[src/rtl/reset_release.sv]
`timescale 1ns/1ps

module reset_release #(
	parameter int RESET_HOLD = 255
) (
	input  logic hdmi_pixClk,
	input  logic arst_n,
	output logic rst_n
);

	localparam logic [7:0] HOLD = 8'(RESET_HOLD);

	logic [7:0] count;

	// Assert at once, release after the hold count
	always_ff @(posedge hdmi_pixClk or negedge arst_n) begin
		if (!arst_n) begin
			count <= '0;
			rst_n <= 1'b0;
		end else begin
			if (count != HOLD)
				count <= count + 8'd1;
			rst_n <= (count == HOLD);
		end
	end

endmodule

[config.mk]
export PLATFORM = sky130hd
export DESIGN_NAME = reset_release
export DESIGN_NICKNAME = d
export VERILOG_FILES = /design/src/rtl/reset_release.sv
export SDC_FILE = /design/constraint.sdc
export NUM_CORES = 1
export LEC_CHECK = 0
export BUFFER_PORTS_ARGS = -buffer_cell sky130_fd_sc_hd__buf_2
export CORE_AREA = 3 3 40 42
export CTS_BUF_LIST = sky130_fd_sc_hd__clkbuf_8
export CTS_CLUSTER_DIAMETER = 150
export DETAILED_ROUTE_END_ITERATION = 8
export DIE_AREA = 0 0 43 45
export MAX_ROUTING_LAYER = met4
export PLACE_DENSITY_LB_ADDON = 0.05
export SYNTH_ARGS = -nofsm -noshare
export SYNTH_HDL_FRONTEND = slang
export SYNTH_SLANG_ARGS = --single-unit
[constraint.sdc]
create_clock -name hdmi_pixClk -period 1.6 [get_ports hdmi_pixClk]
set_clock_uncertainty 0.1 [all_clocks]
set_input_delay 0.32 -clock hdmi_pixClk [delete_from_list [all_inputs] [get_ports hdmi_pixClk]]
set_output_delay 0.32 -clock hdmi_pixClk [all_outputs]
set_load 0.005 [all_outputs]
==> run summary <==
The run finished with clean final reports. Summing all non-filler instances in the final layout gives an area of 528.0 sq um. The filler cells instantiated in the layout total 121.

The detail route stage leaves a number of antenna-violating nets equal to 0. The number of antenna violations at the first check in global routing came out at 0. Timing would allow up to between 600 and 700 MHz.

The clock period minus worst slack is between 1 and 1.5 ns. The core region is 1285 sq um. After technology mapping, the gate count stands at 37.

The design draws 486.5 uW. STA puts the critical path data arrival time at roughly 1.5 ns. The total power per unit cell area is 921.4 nW/um^2.

The congestion estimate from routability-driven global placement came to 0.7803. The via count normalized by instance count is 5.194. STA classifies the critical path endpoint as a flip-flop. The headroom to the max-slew limit came out at 0.8606. Of the synthesized area, sequential elements account for 0.5325. The distinct cell type count of the synthesized netlist is 19.

After synthesis, the mean cell area works out to 11.43 sq um. Once the clock tree was built, the setup fixing pass inserted 0 buffers. The residual overflow from global routing is 0. The worst setup path is of the flip-flop to flip-flop kind. The DRC marker count from the first detailed-route iteration is 8.

For this configuration, the core starts out at a cell density of 0.3291. The depth of the worst register-to-register path is 4. The number of top-level pins came out at 3. The number of antenna diodes came out at 0. The final-layout worst hold slack came out at 0.3725 ns.

The startpoint identified for the worst register-to-register timing path is count[1]$_DFFE_PN0P_. In this run the critical register-to-register path is captured at count[1]$_DFFE_PN0P_. The summed instance area of the synthesized netlist is roughly 420 sq um. The ratio of final minimum period to clock period came out at 0.9151. The top cell types in the final layout, fill and taps aside, are sky130_fd_sc_hd__dfrtp_1, sky130_fd_sc_hd__a31oi_1, sky130_fd_sc_hd__buf_4, sky130_fd_sc_hd__and3_1, sky130_fd_sc_hd__clkbuf_8. The global routing stage identified its most utilized layer as met2. Counting every net in the synthesized netlist gives 40. Wires add up to 749 um. Of the cells placed in the final design, the portion with a size suffix greater than 1 is 0.2979. The final hold violation count was 0. The placed instance area came out at 473.0 sq um. The die is 45 um tall. TritonCTS built the clock tree.

The number of port buffers came out at 2. The number of global-route vias before repair was 290. In this run the register-to-register setup slack is 0.14 ns. The total negative slack is 0 ns. For met1 alone, demand over resource in global routing was 0.1037. The clock transition at the register clock pins on the worst setup and hold paths after CTS is 0.04 ns.

In this run the clock root is driven by a sky130_fd_sc_hd__clkbuf_8. Setup repair after global routing left no endpoint under its margin. The number of search-and-repair iterations in the first detailed-routing pass came out at 2. The number of CTS-inserted buffers is 3. The largest net degree at the start of global routing is 10.

The met3 routing resource usage after global routing came out at 0.04781. The final-report max-slew violation count is 0. The floorplan row count is 13. After detailed routing, the number of remaining DRC violations is 0. The met2 track utilization from global routing came out at 0.1257.

The library cell used most frequently in the layout, excluding fill and tap cells, is sky130_fd_sc_hd__dfrtp_1. The highest net fanout along the worst path is 3. In the final routed layout, each cell accounts on average for 12.08 um. The width of the chip is 43 um.

The die covers around 1900 sq um. The kind of start point of the critical path is a flip-flop. The static leakage power came out at 0.0002528 uW. The first-pass GRT wire length is 1186 um. The number of H-tree branching levels is 1. For this run, the post-layout net count is 51. The number of vias after detailed routing is 322. The post-synthesis sequential element count came out at 9. No sink is reached through more buffers than the 2 on the longest clock path. The slew of the pin with the lowest slew margin came out at 0.2091 ns.

The number of sinks handled by clock tree synthesis is 9. For this run, the number of Yosys warnings is 0. The clock latency on the worst-skew pair is between 0.2 and 0.25 ns. STA puts the critical path data required time at about 1.6 ns. The path class of the tightest hold or removal check is input port to asynchronous set/reset pin. In the global route stage, overall resource usage came out at 0.09083. After legalization and detailed placement, the total HPWL measured about 550 um.

Setup violations remaining at the end of the flow were counted as 0. The area added between synthesis and finish came out at 24.85%. The max capacitance violation total came out at 0. The maximum ir drop on the vdd rail is 0.0004946 V.
==> cells by family after synthesis <==
| kind of cell | synth area share |
|---|---|
| AOI/OAI and AO/OA | 0.1006 |
| xor gates and xnor gates | 0.02071 |
| adders and majority gates | 0.02958 |
| buffers and inverters | 0.03549 |
| DFF | 0.5326 |
| muxes | 0.06212 |
| and+or+nand+nor | 0.2190 |
==> per-stage QoR <==
stage | util | cells | setup WS, ns
after floorplan | - | 37 | 0.004762
after global placement | 0.3681 | 57 | 0.1735
final | 0.4109 | 62 | 0.1359
after detailed placement | 0.3681 | 57 | 0.1489
after CTS | 0.4109 | 62 | 0.1295
after global routing | 0.4109 | 62 | 0.08640
==> worst max path at each step <==
stage,end,from,cells after the start
5_1_grt,count[1]$_DFFE_PN0P_,count[0]$_DFFE_PN0P_,4
4_1_cts,count[1]$_DFFE_PN0P_,count[1]$_DFFE_PN0P_,4
6_report,count[1]$_DFFE_PN0P_,count[1]$_DFFE_PN0P_,4
3_5_place_dp,count[1]$_DFFE_PN0P_,count[1]$_DFFE_PN0P_,4
3_3_place_gp,count[1]$_DFFE_PN0P_,count[0]$_DFFE_PN0P_,4
2_1_floorplan,count[1]$_DFFE_PN0P_,count[0]$_DFFE_PN0P_,5
==> area by class of cell <==
cell class              count  area (sq um)  area share
multi-input cells          26         185.2      0.3507
flip-flops and latches      9         225.2      0.4265
clock inverters             1         3.754    0.007109
repair buffers              7         50.05     0.09479
inverters                   1         3.754    0.007109
clock buffers               3         41.29     0.07820
well taps                  15         18.77     0.03555
==> cells in the mapped netlist, drive strengths merged <==
cell type | number | area share
a21oi | 2 | 0.024
a31oi | 4 | 0.059
and2 | 1 | 0.015
and3 | 3 | 0.044
and4 | 2 | 0.041
and4bb | 1 | 0.030
buf | 1 | 0.027
dfrtp | 9 | 0.53
ha | 1 | 0.030
inv | 1 | 0.0089
mux2 | 2 | 0.062
nand2 | 2 | 0.018
nand3 | 2 | 0.024
nand4 | 1 | 0.015
nor2 | 2 | 0.018
o21a | 1 | 0.018
or2 | 1 | 0.015
xnor2 | 1 | 0.021
==> state kept, by name, indices dropped and copies added (netlist names) <==
name   cells
count      8
rst_n      1
==> where the power goes <==
group          switching (uW)  total, uW  internal, uW
clock                    84.4        251           167
sequential                  0        228           228
combinational            4.57       7.05          2.49
total                    88.9        486           398
==> layer usage <==
layer / vias to the layer above / routed length (um) / share of wire
met3: 2 / 28 / 0.037
met5: - / 0 / 0
li1: 155 / - / -
met2: 4 / 349 / 0.47
met1: 161 / 366 / 0.49
met4: 0 / 5 / 0.0067
==> worst max-delay path, cell delays in order, from the launching register on <==
cell	delay (ns)
sky130_fd_sc_hd__dfrtp_1	0.35
sky130_fd_sc_hd__ha_2	0.19
sky130_fd_sc_hd__nand4_1	0.14
sky130_fd_sc_hd__or2_1	0.28
sky130_fd_sc_hd__mux2_4	0.30
==> repair_timing <==
| action | 4_1_cts | 5_1_grt |
|---|---|---|
| setup endpoints to repair | 0 | 0 |
| hold endpoints to repair | 9 | 0 |
| resized for setup | 0 | 0 |
| hold buffers | 1 | 0 |
Power figures use the tool's default switching activity.
