<file path="src/rtl/bus_pkg.sv">
package bus_pkg;

	localparam int ADDR_W = 32;
	localparam int DATA_W = 32;
	localparam int STRB_W = 4;

	typedef logic [DATA_W-1:0] word_t;
	typedef logic [ADDR_W-1:0] addr_t;
	typedef logic [STRB_W-1:0] strb_t;

	// Memory map
	localparam addr_t BOOT_BASE = 32'h0201_0000;
	localparam addr_t GFX_BASE = 32'h0200_0000;
	localparam int GFX_ADDR_BITS = 8; // 256 byte register window

	typedef enum logic [1:0] {
		REGION_NONE,
		REGION_BOOT,
		REGION_GFX
	} region_e;

	typedef struct packed {
		logic valid;
		logic write;
		addr_t addr;
		word_t wdata;
		strb_t strb;
	} bus_req_t;

	typedef struct packed {
		logic ready; // Single cycle per request
		logic err;
		word_t rdata;
	} bus_rsp_t;

endpackage

</file>
<file path="src/rtl/addr_decoder.sv">
`timescale 1ns/1ps

module addr_decoder #(
	parameter int BOOT_DEPTH_WORDS = 8192
) (
	input  logic hdmi_pixClk,
	input  logic rst_n,
	input  bus_pkg::bus_req_t req,
	output bus_pkg::bus_rsp_t rsp,
	output bus_pkg::bus_req_t boot_req,
	output bus_pkg::bus_req_t gfx_req,
	input  bus_pkg::bus_rsp_t boot_rsp,
	input  bus_pkg::bus_rsp_t gfx_rsp
);

	localparam bus_pkg::addr_t BOOT_SPAN =
		bus_pkg::addr_t'(BOOT_DEPTH_WORDS * bus_pkg::STRB_W);

	bus_pkg::region_e region;
	bus_pkg::region_e sel_q;
	bus_pkg::addr_t boot_off;
	logic gfx_hit;
	logic err_q;

	assign boot_off = req.addr - bus_pkg::BOOT_BASE;
	assign gfx_hit = (req.addr >> bus_pkg::GFX_ADDR_BITS) ==
		(bus_pkg::GFX_BASE >> bus_pkg::GFX_ADDR_BITS);

	always_comb begin
		if (req.addr >= bus_pkg::BOOT_BASE && boot_off < BOOT_SPAN)
			region = bus_pkg::REGION_BOOT;
		else if (gfx_hit)
			region = bus_pkg::REGION_GFX;
		else
			region = bus_pkg::REGION_NONE; // SDRAM window lands here too
	end

	always_comb begin
		boot_req = req;
		gfx_req = req;
		boot_req.valid = req.valid && (region == bus_pkg::REGION_BOOT);
		gfx_req.valid = req.valid && (region == bus_pkg::REGION_GFX);
	end

	// Remember the target until its response comes back
	always_ff @(posedge hdmi_pixClk or negedge rst_n) begin
		if (!rst_n) begin
			sel_q <= bus_pkg::REGION_NONE;
			err_q <= 1'b0;
		end else begin
			err_q <= req.valid && (region == bus_pkg::REGION_NONE);
			if (req.valid)
				sel_q <= region;
		end
	end

	always_comb begin
		case (sel_q)
			bus_pkg::REGION_BOOT: rsp = boot_rsp;
			bus_pkg::REGION_GFX: rsp = gfx_rsp;
			default: rsp = '{ready: err_q, err: err_q, rdata: '0};
		endcase
	end

	// Only the selected target may answer
	a_rsp_selected: assert property (
		@(posedge hdmi_pixClk) disable iff (!rst_n)
		!(boot_rsp.ready && sel_q != bus_pkg::REGION_BOOT) &&
			!(gfx_rsp.ready && sel_q != bus_pkg::REGION_GFX)
	);

endmodule

</file>
<file path="config.mk">
export PLATFORM = sky130hd
export DESIGN_NAME = addr_decoder
export DESIGN_NICKNAME = d
export VERILOG_FILES = /design/src/rtl/bus_pkg.sv /design/src/rtl/addr_decoder.sv
export SDC_FILE = /design/constraint.sdc
export NUM_CORES = 1
export LEC_CHECK = 0
export BUFFER_PORTS_ARGS = -buffer_cell sky130_fd_sc_hd__buf_2
export CAP_MARGIN = 5
export CORE_AREA = 3 3 121 123
export DETAILED_ROUTE_END_ITERATION = 6
export DIE_AREA = 0 0 124 126
export GPL_TIMING_DRIVEN = 0
export HOLD_SLACK_MARGIN = 0.1
export SLEW_MARGIN = 30
export SYNTH_ARGS = -nofsm -noshare
export SYNTH_HDL_FRONTEND = slang
export SYNTH_SLANG_ARGS = --single-unit
</file>
<file path="constraint.sdc">
create_clock -name hdmi_pixClk -period 1.41 [get_ports hdmi_pixClk]
set_input_delay 0.141 -clock hdmi_pixClk [delete_from_list [all_inputs] [get_ports hdmi_pixClk]]
set_output_delay 0.141 -clock hdmi_pixClk [all_outputs]
set_load 0.02 [all_outputs]
</file>
==> flow_summary.toml <==
[pwr]
pwr_density_cell_nw_per_um2 = 377
vdd_drop_max_uv = 359
leakage_nw = 2.12

[logic_synthesis]
yosys-top-cells-area = "buf_4 (59%), a22oi_1 (14%), nor2_1 (7.7%)"
async_flop_share_pct = 100
synth_top_area_cell = "buf_4"
synth_edf_count = 0
syn_inst = 244
synth_nets = 386
synth.avg_cell_area_sq_um = 7.24
ys_seq_area_share_pct = 4.25
yosys_warnings = 0
synth_top_area_share_pct = 58.7
yosys_register_bits = 3
synth_common_cells = "buf_4 (138), nor2_1 (36), a22oi_1 (32)"
yosysMostFrequentCell = "buf_4"
synthFlopType = "dfrtp_1"
synthesis.area_sq_um = 1770
synth_cell_type_count = 20

[global_route]
grt_pass1_wl_mm = 11.0
grt_use_total_pct = 8.83
grt-ovfl-total = 0
grt_max_degree = 11
antenna_found_initial = 0
grt_pass1_vias = 2242

[critical_path]
worstRegToRegCells = 3
timing.rr.start = "sel_q[1]$_DFFE_PN0P_"
cp-end-kind = "output pin"
crit_path_end = "rsp[33]"
crit_path_max_fanout = 7
crit_arrival_ns = 1.56
crit_required_ns = 1.27
rr_endpoint = "sel_q[1]$_DFFE_PN0P_"
crit_type = "reg2out"
crit_path_start = "sel_q[1]$_DFFE_PN0P_"
r2r_slack_ns = 0.58
start_kind = "register"

[cells_and_area]
final_nets = 665
synthToLayoutAreaGrowth_pct = 127
drive_gt1_share_pct = 92.1
final_util_pct = 29.1
diodes = 0
fillers = 1451

[sta]
min_period_ns = 1.70
hold_slack_ns = 0.195
maxSlewHeadroom_pct = 76.6
maxSlewViolCount = 0
setup_viol = 34
final.setup.worst_slack_ns = -0.293
skew_ns = 0
final-hold-violation-count = 0
tightest_slew_ns = 0.348
min_period_over_period_pct = 121
max_freq_ghz = 0.587
rsz0062_at_grt = "true"

[status]
violations = "negative setup slack"
outcome = "finished with violations"

[cts]
path_clk_slew_ns = 0.03
clock_latency_ns = 0.22
cts.path.max_buffers = 2
cts_root_buf = "clkbuf_16"
cts_tree = "done"
cts_num_sinks = 3
htreeDepth = 1
numCtsBuffers = 3

[floorplanning]
die_h_microns = 126
start_util_pct = 12.8
chipWidth_microns = 124
core_sq_um = 13800
row_count = 43
die-area_sq_um = 15600
ioPinCount = 314

[detailed_routing]
drt_iter0_markers = 23
vias_per_cell = 3.53
final_antenna_net_count = 0
routed_wl_mm = 8.47
vias = 2479
first_pass_iters = 3
drt_drc_violations_left = 0
avgRoutedWirePerCell_microns = 12.1

[place]
routabilityCongestion = 0.688
io_buffers = 268
dp_slack_ns = -0.434
post-dp-hpwl_mm = 7.22

[hold_path]
hold_path.class = "in2reg"

[run]
maxCapViolations = 0
==> stage by stage <==
step / instances / area, sq um / power, W / setup TNS, ns
global placement: 692 / 3330 / 0.00104 / -11.05
detailed placement: 692 / 3330 / 0.00104 / -11.02
global route: 702 / 4010 / 0.00159 / -10.52
finish: 702 / 4010 / 0.00151 / -8.43
CTS: 702 / 3890 / 0.00152 / -8.77
floorplan: 244 / 1770 / 0.000682 / -0.982
==> where the power goes <==
group	switching, W	internal (W)
sequential	0.00000225	0.0000882
clock	0.0000764	0.000373
combinational	0.000487	0.000485
total	0.000566	0.000946
==> worst min-delay path by stage <==
| stage | from | endpoint | cells after the start | slack, ns |
|---|---|---|---|---|
| after floorplan | rst_n | err_q$_DFF_PN0_ | 0 | -0.15 |
| after global placement | rst_n | err_q$_DFF_PN0_ | 1 | -0.06 |
| after detailed placement | rst_n | err_q$_DFF_PN0_ | 1 | -0.06 |
| after CTS | req[69] | sel_q[0]$_DFFE_PN0P_ | 2 | 0.19 |
| after global routing | req[69] | err_q$_DFF_PN0_ | 2 | 0.23 |
| final | req[69] | sel_q[0]$_DFFE_PN0P_ | 2 | 0.19 |
==> worst max-delay path, cell delays in order, from the launching register on <==
cell and delay, ns:
dfrtp_1 0.39, inv_2 0.07, ha_4 0.16, buf_12 0.14
buf_6 0.12, a221oi_4 0.25, nor2_2 0.06, buf_6 0.13
==> area by class of cell <==
cell class | instances | area (sq um) | area share (%)
Buffer | 150 | 1270 | 31.6
Sequential cell | 3 | 75.1 | 1.87
Timing Repair Buffer | 274 | 1530 | 38.1
Tap cell | 180 | 225 | 5.61
Multi-Input combinational cell | 89 | 832 | 20.7
Inverter | 2 | 7.51 | 0.187
Clock buffer | 4 | 78.8 | 1.96
==> cell families after synthesis <==
family | after synthesis | synth area share, %
fa+ha+maj | 2 | 1.42
buf+inv | 152 | 62.3
flops | 3 | 4.25
simple gates | 49 | 16.0
compound gates | 38 | 16.0
==> sequential cells by signal (all words and copies together) (netlist names) <==
name,flops
err_q,1
sel_q,2
==> repair_timing <==
action                                  CTS  global route
hold buffers                              1             0
setup buffers                             4             0
pin swaps                                18             8
endpoints found under the setup margin   34            34
hold endpoints to repair                  3             0
gates cloned                              1             0
gates resized for setup                 107            31
==> layout by cell type, fill, tap and decap left out, drive strengths merged <==
master,instances
nor2b,1
nand2,1
o21a,1
nor4b,1
nand4,2
a22oi,32
o22ai,2
buf,420
nor2,36
nor4,5
nand3,3
a221oi,2
dlygate4sd3,1
dfrtp,3
a21oi,1
clkbuf,7
ha,2
inv,2
==> layer usage <==
metal | wire length [microns] | part of all wire (%) | GRT usage, %
met4 | 42 | 0.50 | 0.580
met1 | 3060 | 36 | 9.97
met2 | 4630 | 55 | 18.0
met5 | 0 | 0 | 0
met3 | 743 | 8.8 | 0.898
(Power assumes the default switching activity.)
