[src/rtl/bus_pkg.sv]
package bus_pkg;

	localparam int ADDR_W = 32;
	localparam int DATA_W = 32;
	localparam int STRB_W = 4;

	typedef logic [DATA_W-1:0] word_t;
	typedef logic [ADDR_W-1:0] addr_t;
	typedef logic [STRB_W-1:0] strb_t;

	// Memory map
	localparam addr_t BOOT_BASE = 32'h0201_0000;
	localparam addr_t GFX_BASE = 32'h0200_0000;
	localparam int GFX_ADDR_BITS = 8; // 256 byte register window

	typedef enum logic [1:0] {
		REGION_NONE,
		REGION_BOOT,
		REGION_GFX
	} region_e;

	typedef struct packed {
		logic valid;
		logic write;
		addr_t addr;
		word_t wdata;
		strb_t strb;
	} bus_req_t;

	typedef struct packed {
		logic ready; // Single cycle per request
		logic err;
		word_t rdata;
	} bus_rsp_t;

endpackage

[src/rtl/apb_port.sv]
`timescale 1ns/1ps

module apb_port (
	input  logic hdmi_pixClk,
	input  logic rst_n,
	input  bus_pkg::addr_t paddr,
	input  logic psel,
	input  logic penable,
	input  logic pwrite,
	input  bus_pkg::word_t pwdata,
	input  bus_pkg::strb_t pstrb,
	output bus_pkg::word_t prdata,
	output logic pready,
	output logic pslverr,
	output bus_pkg::bus_req_t req,
	input  bus_pkg::bus_rsp_t rsp
);

	typedef enum logic [1:0] {
		IDLE,
		ISSUE,
		WAIT,
		DONE
	} state_e;

	state_e state;
	logic req_valid;
	logic req_write;
	bus_pkg::addr_t req_addr;
	bus_pkg::word_t req_wdata;
	bus_pkg::strb_t req_strb;

	assign req = '{
		valid: req_valid,
		write: req_write,
		addr: req_addr,
		wdata: req_wdata,
		strb: req_strb
	};

	always_ff @(posedge hdmi_pixClk or negedge rst_n) begin
		if (!rst_n) begin
			state <= IDLE;
			req_valid <= 1'b0;
			pready <= 1'b0;
			pslverr <= 1'b0;
		end else begin
			req_valid <= 1'b0;
			pready <= 1'b0;
			pslverr <= 1'b0;
			case (state)
				IDLE: if (psel) begin
					state <= ISSUE;
					req_valid <= 1'b1; // One cycle pulse
				end
				ISSUE: state <= WAIT;
				WAIT: if (rsp.ready) begin
					state <= DONE;
					pready <= 1'b1;
					pslverr <= rsp.err;
				end
				default: state <= IDLE; // DONE once the requester sees completion
			endcase
		end
	end

	// Transfer fields held stable by the requester until pready
	always_ff @(posedge hdmi_pixClk) begin
		if (state == IDLE && psel) begin
			req_write <= pwrite;
			req_addr <= paddr;
			req_wdata <= pwdata;
			req_strb <= pstrb;
		end
		if (state == WAIT && rsp.ready)
			prdata <= rsp.rdata;
	end

	// Access phase always follows a setup phase
	a_setup_before_access: assert property (
		@(posedge hdmi_pixClk) disable iff (!rst_n)
		penable |-> $past(psel)
	);

endmodule

[config.mk]
export PLATFORM = sky130hd
export DESIGN_NAME = apb_port
export DESIGN_NICKNAME = d
export VERILOG_FILES = /design/src/rtl/bus_pkg.sv /design/src/rtl/apb_port.sv
export SDC_FILE = /design/constraint.sdc
export NUM_CORES = 1
export LEC_CHECK = 0
export ABC_AREA = 0
export BUFFER_PORTS_ARGS = -buffer_cell sky130_fd_sc_hd__buf_2
export CORE_MARGIN = 4
export CORE_UTILIZATION = 43
export CTS_BUF_LIST = sky130_fd_sc_hd__clkbuf_8
export DETAILED_ROUTE_END_ITERATION = 12
export GPL_TIMING_DRIVEN = 1
export HOLD_SLACK_MARGIN = 0.12
export PLACE_DENSITY_LB_ADDON = 0.2
export SETUP_SLACK_MARGIN = 0.4
export SLEW_MARGIN = 20
export SYNTH_ARGS = -nofsm -noshare
export SYNTH_HDL_FRONTEND = slang
export SYNTH_SLANG_ARGS = --single-unit
[constraint.sdc]
create_clock -name hdmi_pixClk -period 3.5 [get_ports hdmi_pixClk]
set_clock_uncertainty 0.2 [all_clocks]
set_input_delay 1.05 -clock hdmi_pixClk [delete_from_list [all_inputs] [get_ports hdmi_pixClk]]
set_output_delay 1.05 -clock hdmi_pixClk [all_outputs]
set_load 0.1 [all_outputs]
==> results by group, run 1 <==
Floorplan
  • Y dimension of the die: 95.1 um
  • Die outline width: 95.1 um
  • Starting utilization of the core area: 44.5%
  • Total Die Area: 9050 sq um
  • Core Region: 7330 sq um
  • Ports: 211
  • Number of standard-cell rows in the floorplan: 31

Timing
  • RSZ-0062 raised after global routing: no
  • Final hold violation count: 0
  • Setup slack of the critical path after layout: 1.12 ns
  • Final Max Tran Viols: 0
  • Number of setup violations in the final report: 0
  • Actual slew at the worst max-slew pin: 0.505 ns
  • Min cycle time layout: 2.38 ns
  • Total negative setup slack: 0 ns
  • Fraction of the cycle the final worst path needs: 68.1%
  • Relative slew slack: 66.5%
  • Top achievable clock speed: 420 MHz

Clocking
  • Hold buffers post-CTS: 0
  • Post-CTS resize count: 0
  • Max Buffers Root-to-Sink: 2
  • Buffer cell driving the clock tree root: clkbuf_8
  • Clock sink count: 106
  • # H-tree levels: 3
  • Clock transition at the registers of the reported paths: 0.10 ns
  • Clock insertion delay at the later pin of the skew report: 0.34 ns
  • Clock buffer count from CTS: 9
  • Setup fix buffers added after clock tree synthesis: 0
  • Clock tree from TritonCTS: built

Synthesis
  • Post-synthesis average cell area: 27.2 sq um
  • Mapped Nets: 229
  • Portion of synthesized cell area occupied by the leading cell type: 92.9%
  • Largest cells by area after synthesis: edfxtp_1 (93%), dfrtp_1 (3.8%), ha_1 (0.77%)
  • Flip-flop and latch count after synthesis: 106
  • Register area share after synthesis: 96.7%
  • Number of standard cells after synthesis: 120
  • Post-synthesis cell type count: 10
  • Synth warnings: 0
  • Cell area after technology mapping: 3260 sq um
  • Largest area contributor in the netlist: edfxtp_1

Critical path
  • Crit path max fanout: 1
  • CP top delay family: buffers and inverters
  • Element type at the critical path end: output port
  • Number of cells on the worst reg-to-reg path: 4
  • CP Buf/Inv Count: 1
  • Chain of cells forming the critical path: buf_2
  • Beginning of the worst register-to-register path: state[0]$_DFFE_PN0P_
  • Required time worst endpoint: 2.25 ns
  • Worst reg2reg endpoint: req_addr[18]$_DFFE_PP_
  • Delay of the slowest cell on the worst path: 0.43 ns
  • Data arrival, critical path: 1.13 ns
  • Cell with the largest stage delay on the worst path: buf_2
  • Critical path type: register to output port
  • R2R Setup Slk: 1.52 ns
  • Kind of start point of the critical path: register

Route
  • Number of optimization iterations in the first detailed-route pass: 3
  • Vias: 1919
  • Average wire per standard cell: 15.5 um
  • Via-per-instance ratio: 4.32
  • Starting DRC count in detailed routing: 56
  • ANT nets after route: 0
  • Sum of routed wire length over all layers: 6.90 mm
  • Post-route DRC: 0

Run status
  • Outcome: finished clean

GRT
  • Maximum number of pins on one net before global-route repair: 54
  • Number of antenna violations at the first check in global routing: 0
  • Wire length of the first global-routing pass: 9.41 mm
  • Tot GR Track Use: 14.3%
  • Number of global-route vias before repair: 1878
  • Total gr overflow: 0

Final layout
  • Diode count: 0
  • Cell Count, Final, Fillers Out: 444
  • Most used cells in the layout excluding fill and tap cells: buf_2 (209), edfxtp_1 (101), clkbuf_8 (9)
  • Number of nets in the final layout: 449
  • Proportion of layout cells with a drive suffix above 1: 66.1%
  • Area Overhead vs Synth: 41.7%
  • Post-layout utilization of the core: 63.1%
  • Commonest non-fill, non-tap cell in the layout: buf_2
  • Cell area after layout: 4630 sq um

Place
  • Final weighted congestion in routability-driven placement: 0.714
  • Number of I/O port buffers: 209
  • Half-perimeter wire length after placement: 5.41 mm
  • Placed cell count: 428
  • Worst setup slack after placement: 1.05 ns
  • Post-detailed-placement cell area: 4450 sq um

Min path
  • Hold/Removal Path Class: input pin to async pin

Run
  • Max-cap check violation count: 0

Power and ir drop
  • Cell leakage power: 1.98 nW
  • Highest ir drop seen on vdd: 0.446 mV
  • Ratio of total power to cell area: 920 nW/um^2
-- flip-flops by register name, summed over array words and instances (netlist names) --
register,cells
req_wdata,32
req_strb,4
pready,1
state,2
req_write,1
req_valid,1
req_addr,32
pslverr,1
prdata,32
-- report_power, final --
part	switching, mW	internal [mW]
clock network	0.399	0.264
logic	1.65	0.217
registers	0.0485	1.68
-- layout make-up --
| type | instances | area, sq um |
|---|---|---|
| well taps | 99 | 124 |
| flip-flops and latches | 106 | 3160 |
| clock inverters | 7 | 53.8 |
| multi-input cells | 8 | 77.6 |
| clock buffers | 9 | 124 |
| repair buffers | 211 | 1070 |
| inverters | 4 | 15.0 |
| fillers | 583 | 2710 |
-- worst reg2reg max path: stages, from the launching register on --
cell and delay (ns):
dfrtp_1 0.39, inv_1 0.08, ha_1 0.20, and2_2 0.44
buf_12 0.32
-- cell usage after synthesis (all sizes together) --
| library cell | n |
|---|---|
| inv | 4 |
| dfrtp | 5 |
| and2 | 2 |
| mux2 | 1 |
| ha | 2 |
| o22a | 1 |
| a22oi | 1 |
| and3 | 1 |
| edfxtp | 101 |
| buf | 2 |
-- layer usage --
layer  up-vias  share of wire [%]  global-route usage (%)
met5         -                  0                       0
met4         0               0.80                    6.49
met3         5                 15                    6.55
met2       131                 49                    23.0
met1       872                 36                    16.3
li1        911                  -                       -
-- metrics by stage --
step / hold WS (ns) / power [mW]
after global placement: 0.273 / 3.63
after global routing: 0.282 / 4.41
after floorplan: 0.260 / 3.34
after detailed placement: 0.283 / 3.64
after CTS: 0.276 / 4.30
final: 0.300 / 4.26
-- cells by family (layout without fill, tap and decap cells) --
kind of cell             Yosys count  count (layout)  synth area share (%)
AO/OA/AOI/OAI                      2               2                 0.652
adder cells (fa/ha/maj)            2               2                 0.766
buffers and inverters              6             231                 0.920
flip-flops                       106             106                  96.7
multiplexers                       1               1                 0.345
AND/OR/NAND/NOR                    3               3                 0.575
-- worst max path at each step --
stage,from,depth (start not counted),to,slack (ns)
final,req_addr[21]$_DFFE_PP_,1,req[57],1.12
after global routing,req_addr[16]$_DFFE_PP_,1,req[52],1.07
after CTS,req_addr[21]$_DFFE_PP_,1,req[57],1.09
after detailed placement,psel,3,req_wdata[21]$_DFFE_PP_,1.05
after global placement,psel,3,req_wdata[21]$_DFFE_PP_,1.08
after floorplan,psel,1,req_addr[0]$_DFFE_PP_,0.94
Note: power is estimated with default switching activity, not from simulation.
==> inputs of run 2 (changes only) <==
- clock period: 3.5 -> 2.3 ns (I/O delays scaled with it)
==> results by group, run 2 (synthesized netlist as in run 1, its figures left out) <==
GRT
  • Tot GR Track Use: 15.9%
  • Maximum number of pins on one net before global-route repair: 34
  • Number of global-route vias before repair: 2047
  • Total gr overflow: 0
  • Number of antenna violations at the first check in global routing: 0
  • Wire length of the first global-routing pass: 10.3 mm

Critical path
  • Beginning of the worst register-to-register path: state[0]$_DFFE_PN0P_
  • Chain of cells forming the critical path: buf_4
  • CP Buf/Inv Count: 1
  • Worst reg2reg endpoint: req_wdata[21]$_DFFE_PP_
  • Number of cells on the worst reg-to-reg path: 4
  • Critical path type: register to output port
  • Required time worst endpoint: 1.41 ns
  • Element type at the critical path end: output port
  • R2R Setup Slk: 0.55 ns
  • Crit path max fanout: 1
  • Cell count along the critical path: 1
  • Cell with the largest stage delay on the worst path: edfxtp_1
  • Kind of start point of the critical path: register
  • Data arrival, critical path: 1.01 ns
  • Delay of the slowest cell on the worst path: 0.37 ns
  • CP top delay family: flip-flops

Final layout
  • Number of nets in the final layout: 451
  • Sequential standard cell area: 3160 sq um
  • Area Overhead vs Synth: 61.4%
  • Fill count: 471
  • Diode count: 0
  • Commonest non-fill, non-tap cell in the layout: buf_2
  • Proportion of layout cells with a drive suffix above 1: 66.3%
  • Most used cells in the layout excluding fill and tap cells: buf_2 (105), edfxtp_1 (101), buf_6 (91)
  • Multi-input gate area: 80.1 sq um
  • Top flop regs: prdata (32), req_addr (32), req_wdata (32)
  • Post-layout utilization of the core: 71.9%

Timing
  • Min cycle time layout: 1.90 ns
  • Fraction of the cycle the final worst path needs: 82.8%
  • Top achievable clock speed: 525 MHz
  • RSZ-0062 raised after global routing: yes
  • Setup slack of the critical path after layout: 0.396 ns
  • Number of setup violations in the final report: 0
  • Final hold violation count: 0
  • Relative slew slack: 80.9%
  • Final Max Tran Viols: 0
  • Actual slew at the worst max-slew pin: 0.288 ns
  • Total negative setup slack: 0 ns

Floorplan
  • Starting utilization of the core area: 44.5%
  • Number of standard-cell rows in the floorplan: 31
  • Total Die Area: 9050 sq um
  • Ports: 211
  • Y dimension of the die: 95.1 um
  • Core Region: 7330 sq um
  • Die outline width: 95.1 um

Clocking
  • Buffer cell driving the clock tree root: clkbuf_8
  • Clock transition at the registers of the reported paths: 0.11 ns
  • Max Buffers Root-to-Sink: 2
  • Clock buffer count from CTS: 9
  • Clock sink count: 106
  • Clock insertion delay at the later pin of the skew report: 0.35 ns
  • Clock tree from TritonCTS: built
  • # H-tree levels: 3

Min path
  • Number of cells on the worst hold path: 1
  • Hold/Removal Path Class: input pin to register
  • Worst Min Path Start: paddr[27]
  • Worst hold path endpoint: req_addr[27]$_DFFE_PP_

Route
  • Sum of routed wire length over all layers: 8.26 mm
  • Starting DRC count in detailed routing: 58
  • Via-per-instance ratio: 4.52
  • Vias: 2015
  • ANT nets after route: 0
  • Post-route DRC: 0
  • Number of optimization iterations in the first detailed-route pass: 4
  • Average wire per standard cell: 18.5 um

Run
  • Max-cap check violation count: 0

Place
  • Worst setup slack after placement: 0.481 ns
  • Number of I/O port buffers: 209
  • Half-perimeter wire length after placement: 5.59 mm
  • Final weighted congestion in routability-driven placement: 0.715

Run status
  • Outcome: finished clean

Power and ir drop
  • Ratio of total power to cell area: 1320 nW/um^2
  • Highest ir drop seen on vdd: 0.788 mV
  • Cell leakage power: 2.20 nW
-- run 2: cell types whose count changed in the layout (fill, tap and decap cells not counted) --
cell and change:
and2_1 -1, and2_4 +1, buf_12 +2, buf_2 -104, buf_4 +12, buf_6 +91, clkinv_4 -2, dlygate4sd3_1 +1
inv_6 +3, inv_8 -1
-- run 2: area by class of cell --
| type | count | share of cell area, % |
|---|---|---|
| timing repair buffer | 213 | 32.6 |
| multi-input combinational | 8 | 1.52 |
| clock buffer | 9 | 2.35 |
| inverter | 4 | 0.285 |
| sequential | 106 | 59.9 |
| clock inverter | 7 | 0.973 |
| tap | 99 | 2.35 |
-- run 2: how the worst max path moves through the flow --
stage / start / to / slack [ns]
2_1_floorplan: psel / req_addr[0]$_DFFE_PP_ / 0.46
3_3_place_gp: psel / req_strb[0]$_DFFE_PP_ / 0.49
3_5_place_dp: psel / req_addr[29]$_DFFE_PP_ / 0.48
4_1_cts: req_wdata[19]$_DFFE_PP_ / req[23] / 0.37
5_1_grt: req_addr[25]$_DFFE_PP_ / req[61] / 0.35
6_report: req_addr[25]$_DFFE_PP_ / req[61] / 0.40
-- run 2: per-layer routing --
metal  track usage [%]  wire length [um]  vias up  share of wire (%)
met5                 0                 0        -                  0
met4              8.41               159        0                1.9
met3              7.42              1120       14                 14
met2              27.6              4330      146                 52
met1              15.5              2660      940                 32
li1                  -                 -      915                  -
-- run 2: what timing repair did --
action | in CTS | in global routing
gates resized for setup | 132 | 63
buffers inserted | 0 | 0
endpoints found under the hold margin | 5 | 0
hold buffers | 1 | 0
endpoints found under the setup margin | 104 | 73
-- run 2: through the flow --
| step | hold slack [ns] | cell area [sq um] | cells | power [mW] |
|---|---|---|---|---|
| after floorplan | 0.194 | 3270 | 120 | 5.09 |
| after global placement | 0.273 | 4480 | 429 | 5.56 |
| after detailed placement | 0.304 | 4480 | 429 | 5.59 |
| after CTS | 0.275 | 5030 | 446 | 6.85 |
| after global routing | 0.266 | 5270 | 446 | 7.20 |
| final | 0.297 | 5270 | 446 | 6.97 |
-- run 2: power breakdown --
part | leakage, nW | internal (mW) | switching (mW)
logic | 1.11 | 0.701 | 2.55
registers | 0.995 | 2.56 | 0.146
clock network | 0.0880 | 0.402 | 0.622
total | 2.20 | 3.66 | 3.31
