`src/rtl/bus_pkg.sv`:
```
package bus_pkg;

	localparam int ADDR_W = 32;
	localparam int DATA_W = 32;
	localparam int STRB_W = 4;

	typedef logic [DATA_W-1:0] word_t;
	typedef logic [ADDR_W-1:0] addr_t;
	typedef logic [STRB_W-1:0] strb_t;

	// Memory map
	localparam addr_t BOOT_BASE = 32'h0201_0000;
	localparam addr_t GFX_BASE = 32'h0200_0000;
	localparam int GFX_ADDR_BITS = 8; // 256 byte register window

	typedef enum logic [1:0] {
		REGION_NONE,
		REGION_BOOT,
		REGION_GFX
	} region_e;

	typedef struct packed {
		logic valid;
		logic write;
		addr_t addr;
		word_t wdata;
		strb_t strb;
	} bus_req_t;

	typedef struct packed {
		logic ready; // Single cycle per request
		logic err;
		word_t rdata;
	} bus_rsp_t;

endpackage

```
`src/rtl/gfx_pkg.sv`:
```
package gfx_pkg;

	// Word index inside the register window
	typedef enum logic [5:0] {
		REG_ID = 6'd0,
		REG_CTRL = 6'd1,
		REG_FB_BASE = 6'd2,
		REG_BG_COLOR = 6'd3,
		REG_CURSOR = 6'd4
	} gfx_reg_e;

	typedef enum logic [1:0] {
		MODE_TEXT,
		MODE_RGB332,
		MODE_RGB565,
		MODE_RGB888
	} gfx_mode_e;

	localparam bus_pkg::word_t GFX_ID = 32'h4758_0001; // "GX" revision 1

	localparam int CTRL_EN_BIT = 0;
	localparam int CTRL_MODE_LSB = 1;
	localparam int BG_COLOR_W = 24;
	localparam int CURSOR_W = 11;
	localparam int CURSOR_Y_LSB = 16;

	typedef struct packed {
		logic enable;
		gfx_mode_e mode;
		bus_pkg::word_t fb_base; // Word aligned
		logic [BG_COLOR_W-1:0] bg_color;
		logic [CURSOR_W-1:0] cursor_x;
		logic [CURSOR_W-1:0] cursor_y;
	} gfx_cfg_t;

endpackage

```
`src/rtl/gfx_regs.sv`:
```
`timescale 1ns/1ps

module gfx_regs (
	input  logic hdmi_pixClk,
	input  logic rst_n,
	input  bus_pkg::bus_req_t req,
	output bus_pkg::bus_rsp_t rsp,
	output gfx_pkg::gfx_cfg_t display_cfg
);

	gfx_pkg::gfx_reg_e idx;
	gfx_pkg::gfx_cfg_t cfg_q;
	bus_pkg::word_t rd_word;
	bus_pkg::word_t rdata_q;
	logic bad;
	logic ready_q;
	logic err_q;

	assign idx = gfx_pkg::gfx_reg_e'(req.addr[bus_pkg::GFX_ADDR_BITS-1:2]);
	assign bad = (idx > gfx_pkg::REG_CURSOR) || (req.write && idx == gfx_pkg::REG_ID);

	always_comb begin
		rd_word = '0;
		case (idx)
			gfx_pkg::REG_ID: rd_word = gfx_pkg::GFX_ID;
			gfx_pkg::REG_CTRL: begin
				rd_word[gfx_pkg::CTRL_EN_BIT] = cfg_q.enable;
				rd_word[gfx_pkg::CTRL_MODE_LSB +: 2] = cfg_q.mode;
			end
			gfx_pkg::REG_FB_BASE: rd_word = cfg_q.fb_base;
			gfx_pkg::REG_BG_COLOR: rd_word[gfx_pkg::BG_COLOR_W-1:0] = cfg_q.bg_color;
			gfx_pkg::REG_CURSOR: begin
				rd_word[gfx_pkg::CURSOR_W-1:0] = cfg_q.cursor_x;
				rd_word[gfx_pkg::CURSOR_Y_LSB +: gfx_pkg::CURSOR_W] = cfg_q.cursor_y;
			end
			default: rd_word = '0;
		endcase
	end

	// Whole word writes, strobes not used
	always_ff @(posedge hdmi_pixClk or negedge rst_n) begin
		if (!rst_n) begin
			cfg_q <= '0;
			ready_q <= 1'b0;
			err_q <= 1'b0;
		end else begin
			ready_q <= req.valid;
			err_q <= req.valid && bad;
			if (req.valid && req.write && !bad) begin
				case (idx)
					gfx_pkg::REG_CTRL: begin
						cfg_q.enable <= req.wdata[gfx_pkg::CTRL_EN_BIT];
						cfg_q.mode <= gfx_pkg::gfx_mode_e'(req.wdata[gfx_pkg::CTRL_MODE_LSB +: 2]);
					end
					gfx_pkg::REG_FB_BASE: cfg_q.fb_base <= {req.wdata[bus_pkg::DATA_W-1:2], 2'b00};
					gfx_pkg::REG_BG_COLOR: cfg_q.bg_color <= req.wdata[gfx_pkg::BG_COLOR_W-1:0];
					gfx_pkg::REG_CURSOR: begin
						cfg_q.cursor_x <= req.wdata[gfx_pkg::CURSOR_W-1:0];
						cfg_q.cursor_y <= req.wdata[gfx_pkg::CURSOR_Y_LSB +: gfx_pkg::CURSOR_W];
					end
					default: cfg_q <= cfg_q;
				endcase
			end
		end
	end

	always_ff @(posedge hdmi_pixClk) begin
		if (req.valid)
			rdata_q <= bad ? '0 : rd_word;
	end

	assign rsp = '{ready: ready_q, err: err_q, rdata: rdata_q};
	assign display_cfg = cfg_q;

endmodule

```
`config.mk`:
```
export PLATFORM = sky130hd
export DESIGN_NAME = gfx_regs
export DESIGN_NICKNAME = d
export VERILOG_FILES = /design/src/rtl/bus_pkg.sv /design/src/rtl/gfx_pkg.sv /design/src/rtl/gfx_regs.sv
export SDC_FILE = /design/constraint.sdc
export NUM_CORES = 1
export LEC_CHECK = 0
export BUFFER_PORTS_ARGS = -buffer_cell sky130_fd_sc_hd__buf_2
export CAP_MARGIN = 20
export CORE_MARGIN = 3
export CORE_UTILIZATION = 40
export DETAILED_ROUTE_END_ITERATION = 16
export PLACE_DENSITY_LB_ADDON = 0.3
export SYNTH_ARGS = -nofsm -noshare
export SYNTH_HDL_FRONTEND = slang
export SYNTH_SLANG_ARGS = --single-unit
```
`constraint.sdc`:
```
create_clock -name hdmi_pixClk -period 1.27 [get_ports hdmi_pixClk]
set_input_delay 0.127 -clock hdmi_pixClk [delete_from_list [all_inputs] [get_ports hdmi_pixClk]]
set_output_delay 0.127 -clock hdmi_pixClk [all_outputs]
set_load 0.005 [all_outputs]
```
==> summary.md, run 1 <==
| Metric | Value |
|---|---|
| R2R setup slack | 70 ps |
| H-tree levels | 4 |
| Synth Warn # | 0 |
| Worst-path clk slew | 60 ps |
| Reg2reg start | display_cfg[23] |
| DP Area | 5910 µm² |
| Synthesis-stage register bit count | 113 |
| Ant. Diodes | 0 |
| Io pins | 187 |
| Initial Util | 41.3% |
| Final instance area | 7060 µm² |
| Die W | 115 µm |
| Failing checks | setup timing |
| Antenna viol nets, final | 0 |
| Critical path class | primary input to flop |
| Hold_ws | 16.4 ps |
| Drt drc | 0 |
| Most common cell on crit path | buf_6 |
| WL/cell | 19.7 µm |
| Fin crit period | 1390 ps |
| CTS Buf Count | 17 |
| Synth-to-Final Area Change | 48.5% |
| Compound-Gate Fraction of Synth Area | 6.42% |
| Non-filler cells, final | 685 |
| Routed via count | 3572 |
| Largest net degree at the start of global routing | 82 |
| Highest Clock Rate | 718 MHz |
| WHS Endpoint | display_cfg[22] |
| Top post-synthesis cells by count | dfrtp_1, mux2_2, edfxtp_1 |
| Final worst slack | -123 ps |
| Synth Area in XOR/XNOR | 0% |
| Core region area | 11500 µm² |
| Crit. End Element | flop |
| Die area | 13200 µm² |
| Longest Clk Path Bufs | 2 |
| Global route total overflow | 0 |
| Number of global-route vias before repair | 3609 |
| CP delay by family, top | simple AND/OR/NAND/NOR gates |
| LEAKAGE | 3.60 nW |
| Hold Path Depth | 2 |
| Initial drt markers | 259 |
| Max cap viols | 0 |
| Area of the mapped netlist | 4760 µm² |
| Final setup vio count | 54 |
| Final Skew | 9.56 ps |
| Post-synth EDFFs | 32 |
| PD cells | 1400 nW/µm² |
| Status | complete, but fails checks |
| Proportion of synthesized area in mux cells | 20.5% |
| Post-synth top area share | 42.6% |
| PortBufs | 154 |
| CP peak stage delay | 570 ps |
| Final nets | 601 |
| Area contributors post-synth | dfrtp_1, edfxtp_1, mux2_2 |
| Skew-Pair Late Insertion Delay | 410 ps |
| Gate Count Post-Synth | 307 |
| Fraction of layout cells with a size suffix above 1 | 57.7% |
| Filler Cells Inserted | 918 |
| CTS sink count | 113 |
| Crit start category | primary input |
| Global-route usage over all layers | 19.9% |
| R2R cell count | 2 |
| Post-Synth Adder-Cell Area | 0% |
| Synth cell types | 35 |
| Register Area | 2990 µm² |
| Gpl congestion | 0.792 |
| Setup TNS | -5310 ps |
| DR vias/cell | 5.21 |
| CP max stage cell | or4_4 |
| Initial antenna violation count | 1 |
| Worst path cell trace | buf_6, or4_4, nor3_4, buf_6, clkbuf_16, mux2_4 |
| DRT Pass-1 Iters | 4 |
| Hpwl dp | 8790 µm |
| Area share of and/or/nand/nor cells after synthesis | 6.47% |
| CP Depth | 6 |
| Final number of hold-violating endpoints | 0 |
| Root Driver | clkbuf_16 |
| # placed instances | 616 |
| Most common cell in the synthesized netlist | dfrtp_1 |
| Arr. time, crit path | 1680 ps |
| Ys async rst share | 71.7% |
| RR Endpoint | rdata_q[1] |
| Final worst-path cycle share | 110% |
| Die Ht | 115 µm |
| Setup WS pre-CTS | -568 ps |
| CTS tree | built |
| RSZ-0062 raised after global routing | true |
| Site row count | 39 |
| Worst EP required | 1560 ps |
| First-pass GRT wire length | 19900 µm |
| Worst ir drop on vdd | 0.000646 V |
| Cell taking the most area after synthesis | dfrtp_1 |
| Post-synthesis sequential area ratio | 62.8% |
| Area of the multi-input gates | 1740 µm² |
| Synth Area per Inst | 15.5 µm² |
| CP Max Fanout | 4 |
| Largest family of logic cells by synthesized area | multiplexers |
| DRT Wirelength | 13500 µm |
| Max-slew violations | 0 |
| HP Class | primary input to flop |
| Buf+Inv Stages, Crit Path | 3 |
| Ys flop type | dfrtp_1 |
| Hold path startpoint | req[4] |
[placed cells by master (no fill, tap or decap), types with 2 or more instances in the layout]
cell type / count
nand3b_1: 2
inv_1: 2
nand3_1: 12
a22o_1: 5
bufinv_16: 3
buf_6: 7
a31oi_1: 4
mux2_4: 48
clkinv_2: 5
clkinvlp_4: 2
clkbuf_16: 19
buf_4: 29
and3_1: 14
and2_1: 8
edfxtp_1: 32
nor3_2: 2
buf_12: 6
a221o_1: 14
dfrtp_1: 81
clkbuf_1: 3
a21oi_1: 4
dlygate4sd3_1: 32
o211ai_1: 7
conb_1: 2
buf_2: 150
mux2_2: 32
[area by class of cell]
cell class                      count  share of cell area, %
Clock buffer                       21                   6.38
Clock inverter                     11                   1.97
Inverter                            3                  0.159
Multi-Input combinational cell    167                   24.7
Sequential cell                   113                   42.3
Tap cell                          143                   2.53
Timing Repair Buffer              227                   22.0
[metal layers]
metal,wire length [µm],global-route usage (%),vias to the layer above
met3,928,6.47,17
met2,6690,32.6,146
met4,201,6.96,2
li1,-,-,1600
met1,5660,25.0,1807
met5,13,0,-
[metrics by stage]
stage / power (mW) / util (%)
finish: 9.91 / 61.3
CTS: 9.93 / 59.3
global placement: 5.07 / 51.4
global route: 10.3 / 61.3
floorplan: 4.53 / -
detailed placement: 5.10 / 51.4
[flip-flops by register name, indices dropped and copies added (netlist names)]
signal,cells
err_q,1
display_cfg,79
ready_q,1
rdata_q,32
[report_power, final]
group | switching, mW | internal [mW]
logic | 0.411 | 0.573
clock network | 1.62 | 3.12
registers | 0.188 | 4.00
total | 2.22 | 7.69
[worst max path at each step]
stage	start	to	slack (ps)
after floorplan	req[41]	display_cfg[22]	-510
after global placement	req[41]	display_cfg[58]	-540
after detailed placement	req[41]	display_cfg[66]	-570
after CTS	req[41]	display_cfg[62]	-90
after global routing	req[42]	display_cfg[56]	-130
final	req[42]	display_cfg[60]	-120
[cell families (layout without fill, tap and decap cells)]
| logic type | count (synthesis) | after routing |
|---|---|---|
| AOI/OAI and AO/OA | 37 | 37 |
| buffers and inverters | 28 | 262 |
| DFF | 113 | 113 |
| muxes | 80 | 80 |
| other | 1 | 2 |
| and+or+nand+nor | 48 | 48 |
[timing repair]
item,in CTS,in global routing
hold buffers,31,1
cloned,0,3
pin swaps,0,2
hold endpoints to repair,156,2
gates resized for setup,3,40
endpoints found under the setup margin,54,63
setup buffers,0,2
No activity file was read; power rests on OpenSTA's default activity.
==> run 2: changes to the inputs <==
- REMOVE_ABC_BUFFERS: default -> 1
==> summary.md, run 2 (same netlist as run 1, synthesis figures left out) <==
| Metric | Value |
|---|---|
| Status | complete, but fails checks |
| Failing checks | setup timing |
| CTS tree | built |
| RSZ-0062 raised after global routing | true |
| Initial antenna violation count | 0 |
| Worst path cell trace | buf_6, or4_4, or3_4, buf_12, mux2_4 |
| LEAKAGE | 3.63 nW |
| Worst ir drop on vdd | 0.00107 V |
| Sequential Power Share | 41.5% |
| Max FFs per register | 79 |
| Hpwl dp | 8500 µm |
| Core region area | 11500 µm² |
| Die area | 13200 µm² |
| DRT Wirelength | 13100 µm |
| Fraction of layout cells with a size suffix above 1 | 58.2% |
| Register Area | 2990 µm² |
| Hold path startpoint | req[6] |
| Area of the multi-input gates | 1760 µm² |
| Global route total overflow | 0 |
| Crit start category | primary input |
| Arr. time, crit path | 1710 ps |
| CTS sink count | 113 |
| Gpl congestion | 0.851 |
| Most common cell after layout, fill and taps aside | buf_2 |
| Max cap viols | 0 |
| Initial drt markers | 273 |
| Worst-path clk slew | 50 ps |
| Site row count | 39 |
| Final setup vio count | 77 |
| WHS Endpoint | display_cfg[48] |
| Clock power share | 48.6% |
| Hold_ws | 29.8 ps |
| HP Class | primary input to flop |
| WL/cell | 19.1 µm |
| R2R setup slack | 120 ps |
| Root Driver | clkbuf_16 |
| Drt drc | 0 |
| Antenna viol nets, final | 0 |
| First-pass GRT wire length | 20200 µm |
| Fin crit period | 1420 ps |
| CP peak stage delay | 580 ps |
| CP max stage cell | or4_4 |
| R2R cell count | 2 |
| CP Max Fanout | 16 |
| Most frequent cells in the layout | buf_2, dfrtp_1, mux2_4 |
| Psw | 2.22 mW |
| H-tree levels | 4 |
| Synth-to-Final Area Change | 49.9% |
| Die Ht | 115 µm |
| Skew-Pair Late Insertion Delay | 410 ps |
| CTS Buf Count | 17 |
| DRT Pass-1 Iters | 4 |
| Final number of hold-violating endpoints | 0 |
| Internal power | 7.85 mW |
| Max-slew violations | 0 |
| RR Endpoint | rdata_q[1] |
| Reg2reg start | display_cfg[23] |
| Longest Clk Path Bufs | 2 |
| Hold Path Depth | 2 |
| Critical path class | primary input to flop |
| Worst EP required | 1560 ps |
| Highest Clock Rate | 705 MHz |
| Crit. End Element | flop |
| Number of global-route vias before repair | 3657 |
| Ant. Diodes | 0 |
| Initial Util | 41.3% |
| Io pins | 187 |
| Die W | 115 µm |
| Filler Cells Inserted | 881 |
| Final nets | 602 |
| Overall Power | 10.1 mW |
| Global-route usage over all layers | 20.3% |
| Routed via count | 3596 |
| DR vias/cell | 5.24 |
| Final worst-path cycle share | 112% |
| PD cells | 1410 nW/µm² |
| Final Skew | 6.50 ps |
| PortBufs | 154 |
| Largest net degree at the start of global routing | 49 |
| Combinational share of power | 9.8% |
| Switch share | 22.1% |
| Final worst slack | -149 ps |
run 2: area by class of cell:
cell class / instances / area share (%)
clock inverters: 8 / 1.33
clock buffers: 24 / 7.35
flip-flops and latches: 113 / 41.9
repair buffers: 228 / 22.0
well taps: 143 / 2.51
inverters: 3 / 0.158
multi-input cells: 167 / 24.7
run 2: through the flow:
| stage | utilization, % | TNS, ps | instance area (µm²) | std cells | setup WS, ps |
|---|---|---|---|---|---|
| after global routing | 61.9 | -7720 | 7130 | 686 | -148 |
| final | 61.9 | -6570 | 7130 | 686 | -149 |
| after floorplan | - | -138780 | 4600 | 283 | -2120 |
| after detailed placement | 51.3 | -53980 | 5910 | 616 | -640 |
| after CTS | 61.5 | -5180 | 7090 | 685 | -127 |
| after global placement | 51.3 | -52370 | 5910 | 616 | -596 |
run 2: power groups by stage:
| stage | clock (mW) | combinational, mW | sequential, mW |
|---|---|---|---|
| global placement | 0 | 0.842 | 4.23 |
| detailed placement | 0 | 0.859 | 4.24 |
| CTS | 4.98 | 0.997 | 4.18 |
| global route | 5.19 | 1.08 | 4.21 |
| finish | 4.90 | 0.991 | 4.18 |
| floorplan | 0 | 0.265 | 4.23 |
run 2: worst max path at each step:
stage	start	to	slack, ps
final	req[41]	display_cfg[29]	-150
after global placement	req[41]	display_cfg[73]	-600
after global routing	req[41]	display_cfg[33]	-150
after detailed placement	req[41]	display_cfg[64]	-640
after floorplan	req[41]	display_cfg[48]	-2120
after CTS	req[41]	display_cfg[29]	-130
run 2: worst max-delay path: cells and delay by family:
| family | cells | cell delay (ps) |
|---|---|---|
| multiplexers | 1 | 300 |
| buffers and inverters | 2 | 270 |
| AND/OR/NAND/NOR | 2 | 1000 |
run 2: metal layers:
metal	part of all wire, %	global-route usage, %	vias to the layer above	routed length [µm]
li1	-	-	1613	-
met1	41	24.8	1817	5310
met2	51	33.8	148	6730
met3	6.5	7.05	18	849
met4	1.6	6.57	0	208
met5	0	0	-	0
run 2: what timing repair did:
action                                  4_1_cts  5_1_grt
hold endpoints to repair                    156        0
endpoints found under the setup margin       79       99
gates resized for setup                      43        3
gates cloned                                  2        1
hold buffers                                 32        0
setup buffers                                 3        0
pin swaps                                     4        2
==> run 3: changes to the inputs <==
- CORE_ASPECT_RATIO: default -> 2
- MAX_ROUTING_LAYER: default -> met4
==> summary.md, run 3 (same netlist as run 1, synthesis figures left out) <==
| Metric | Value |
|---|---|
| Die Ht | 160 µm |
| Crit start category | primary input |
| Area of the multi-input gates | 1770 µm² |
| Critical Path Source | req[40] |
| Failing checks | setup timing |
| Drt drc | 0 |
| Final number of hold-violating endpoints | 0 |
| Combinational share of power | 10.3% |
| Skew-Pair Late Insertion Delay | 410 ps |
| H-tree levels | 4 |
| GR Util met3 | 4.59% |
| WL/cell | 20.6 µm |
| Routed via count | 3603 |
| Hpwl dp | 9020 µm |
| Initial Util | 41.4% |
| CTS tree | built |
| Die W | 83.1 µm |
| Number of global-route vias before repair | 3891 |
| Max-slew violations | 0 |
| Sequential Power Share | 43.0% |
| Core region area | 11500 µm² |
| Fin crit period | 1430 ps |
| DP Area | 5920 µm² |
| Final setup vio count | 73 |
| Global route total overflow | 0 |
| Largest net degree at the start of global routing | 41 |
| Crit. End Element | flop |
| Most frequent cells in the layout | buf_2, dfrtp_1, mux2_4 |
| Gpl congestion | 0.833 |
| First-pass GRT wire length | 21700 µm |
| Most common cell after layout, fill and taps aside | buf_2 |
| Max FFs per register | 79 |
| Io pins | 187 |
| Final Skew | 9.29 ps |
| PD cells | 1360 nW/µm² |
| Final nets | 605 |
| Max cap viols | 0 |
| Critical path class | primary input to flop |
| Clock power share | 46.7% |
| Internal power | 7.58 mW |
| DR vias/cell | 5.23 |
| CTS sink count | 113 |
| HP Class | primary input to asynchronous set/reset pin |
| RSZ-0062 raised after global routing | true |
| Status | complete, but fails checks |
| DRT Wirelength | 14200 µm |
| Fraction of layout cells with a size suffix above 1 | 57.9% |
| Final worst-path cycle share | 112% |
| PortBufs | 154 |
| DRT Pass-1 Iters | 4 |
| Psw | 2.17 mW |
| GRT busiest layer | met2 |
| Met1 Usage GRT | 23.6% |
| Longest Clk Path Bufs | 2 |
| Root Driver | clkbuf_16 |
| Worst ir drop on vdd | 0.000988 V |
| Highest Clock Rate | 700 MHz |
| Final worst slack | -159 ps |
| Worst EP required | 1550 ps |
| Synth-to-Final Area Change | 50.2% |
| LEAKAGE | 3.63 nW |
| Site row count | 55 |
| Switch share | 22.3% |
| CP Max Fanout | 13 |
| Worst-path clk slew | 50 ps |
| Reg2reg start | display_cfg[23] |
| CTS Buf Count | 17 |
| Arr. time, crit path | 1710 ps |
| Hold_ws | 195 ps |
| Antenna viol nets, final | 0 |
| Final instance area | 7140 µm² |
| Die area | 13300 µm² |
| Register Area | 2990 µm² |
| Initial drt markers | 112 |
| Setup TNS | -6920 ps |
| Met2 Use GR | 37.6% |
| Initial antenna violation count | 1 |
| Filler Cells Inserted | 877 |
| Global-route usage over all layers | 21.7% |
| R2R cell count | 2 |
| Fin util | 62.2% |
==> run 3: power by group through the flow <==
stage | clock, mW | sequential (mW) | combinational (mW)
3_5_place_dp | 0 | 4.24 | 0.862
4_1_cts | 4.61 | 4.18 | 1.00
2_1_floorplan | 0 | 4.23 | 0.265
5_1_grt | 4.77 | 4.22 | 1.09
3_3_place_gp | 0 | 4.23 | 0.842
6_report | 4.55 | 4.19 | 1.01
==> run 3: timing repair <==
item                                    CTS  global route
hold buffers                             33             0
cloned                                    2             3
resized for setup                        39             9
hold endpoints to repair                100             0
setup buffers                             3             4
endpoints found under the setup margin   76            98
pin swaps                                 0             2
==> run 3: area by class of cell <==
class	count	area share [%]
tap	142	2.49
inverter	3	0.158
clock buffer	27	7.32
timing repair buffer	231	22.7
multi-input combinational	167	24.7
clock inverter	5	0.736
sequential	113	41.8
antenna	1	0.0350
==> run 3: final timing paths <==
check                                  end  slack, ps
min in group hdmi_pixClk           ready_q        200
setup / recovery           display_cfg[37]       -160
setup reg to reg                rdata_q[1]         70
hold reg to reg            display_cfg[77]        520
hold / removal             display_cfg[75]        200
max in group asynchronous  display_cfg[71]        500
==> run 3: layer usage <==
layer / vias to the layer above / share of wire (%)
li1: 1615 / -
met1: 1809 / 37
met2: 148 / 55
met3: 31 / 4.8
met4: 0 / 3.1
met5: - / 0
==> run 3: worst max-delay path: stages <==
cell    delay (ps)
buf_2          110
or4_4          560
or3_4          430
buf_12         180
mux2_4         300
==> run 3: metrics by stage <==
| stage | total power, mW | setup slack [ps] | instances |
|---|---|---|---|
| 2_1_floorplan | 4.50 | -2120 | 283 |
| 3_3_place_gp | 5.07 | -540 | 613 |
| 3_5_place_dp | 5.10 | -555 | 613 |
| 4_1_cts | 9.79 | -128 | 683 |
| 5_1_grt | 10.1 | -177 | 689 |
| 6_report | 9.74 | -159 | 689 |
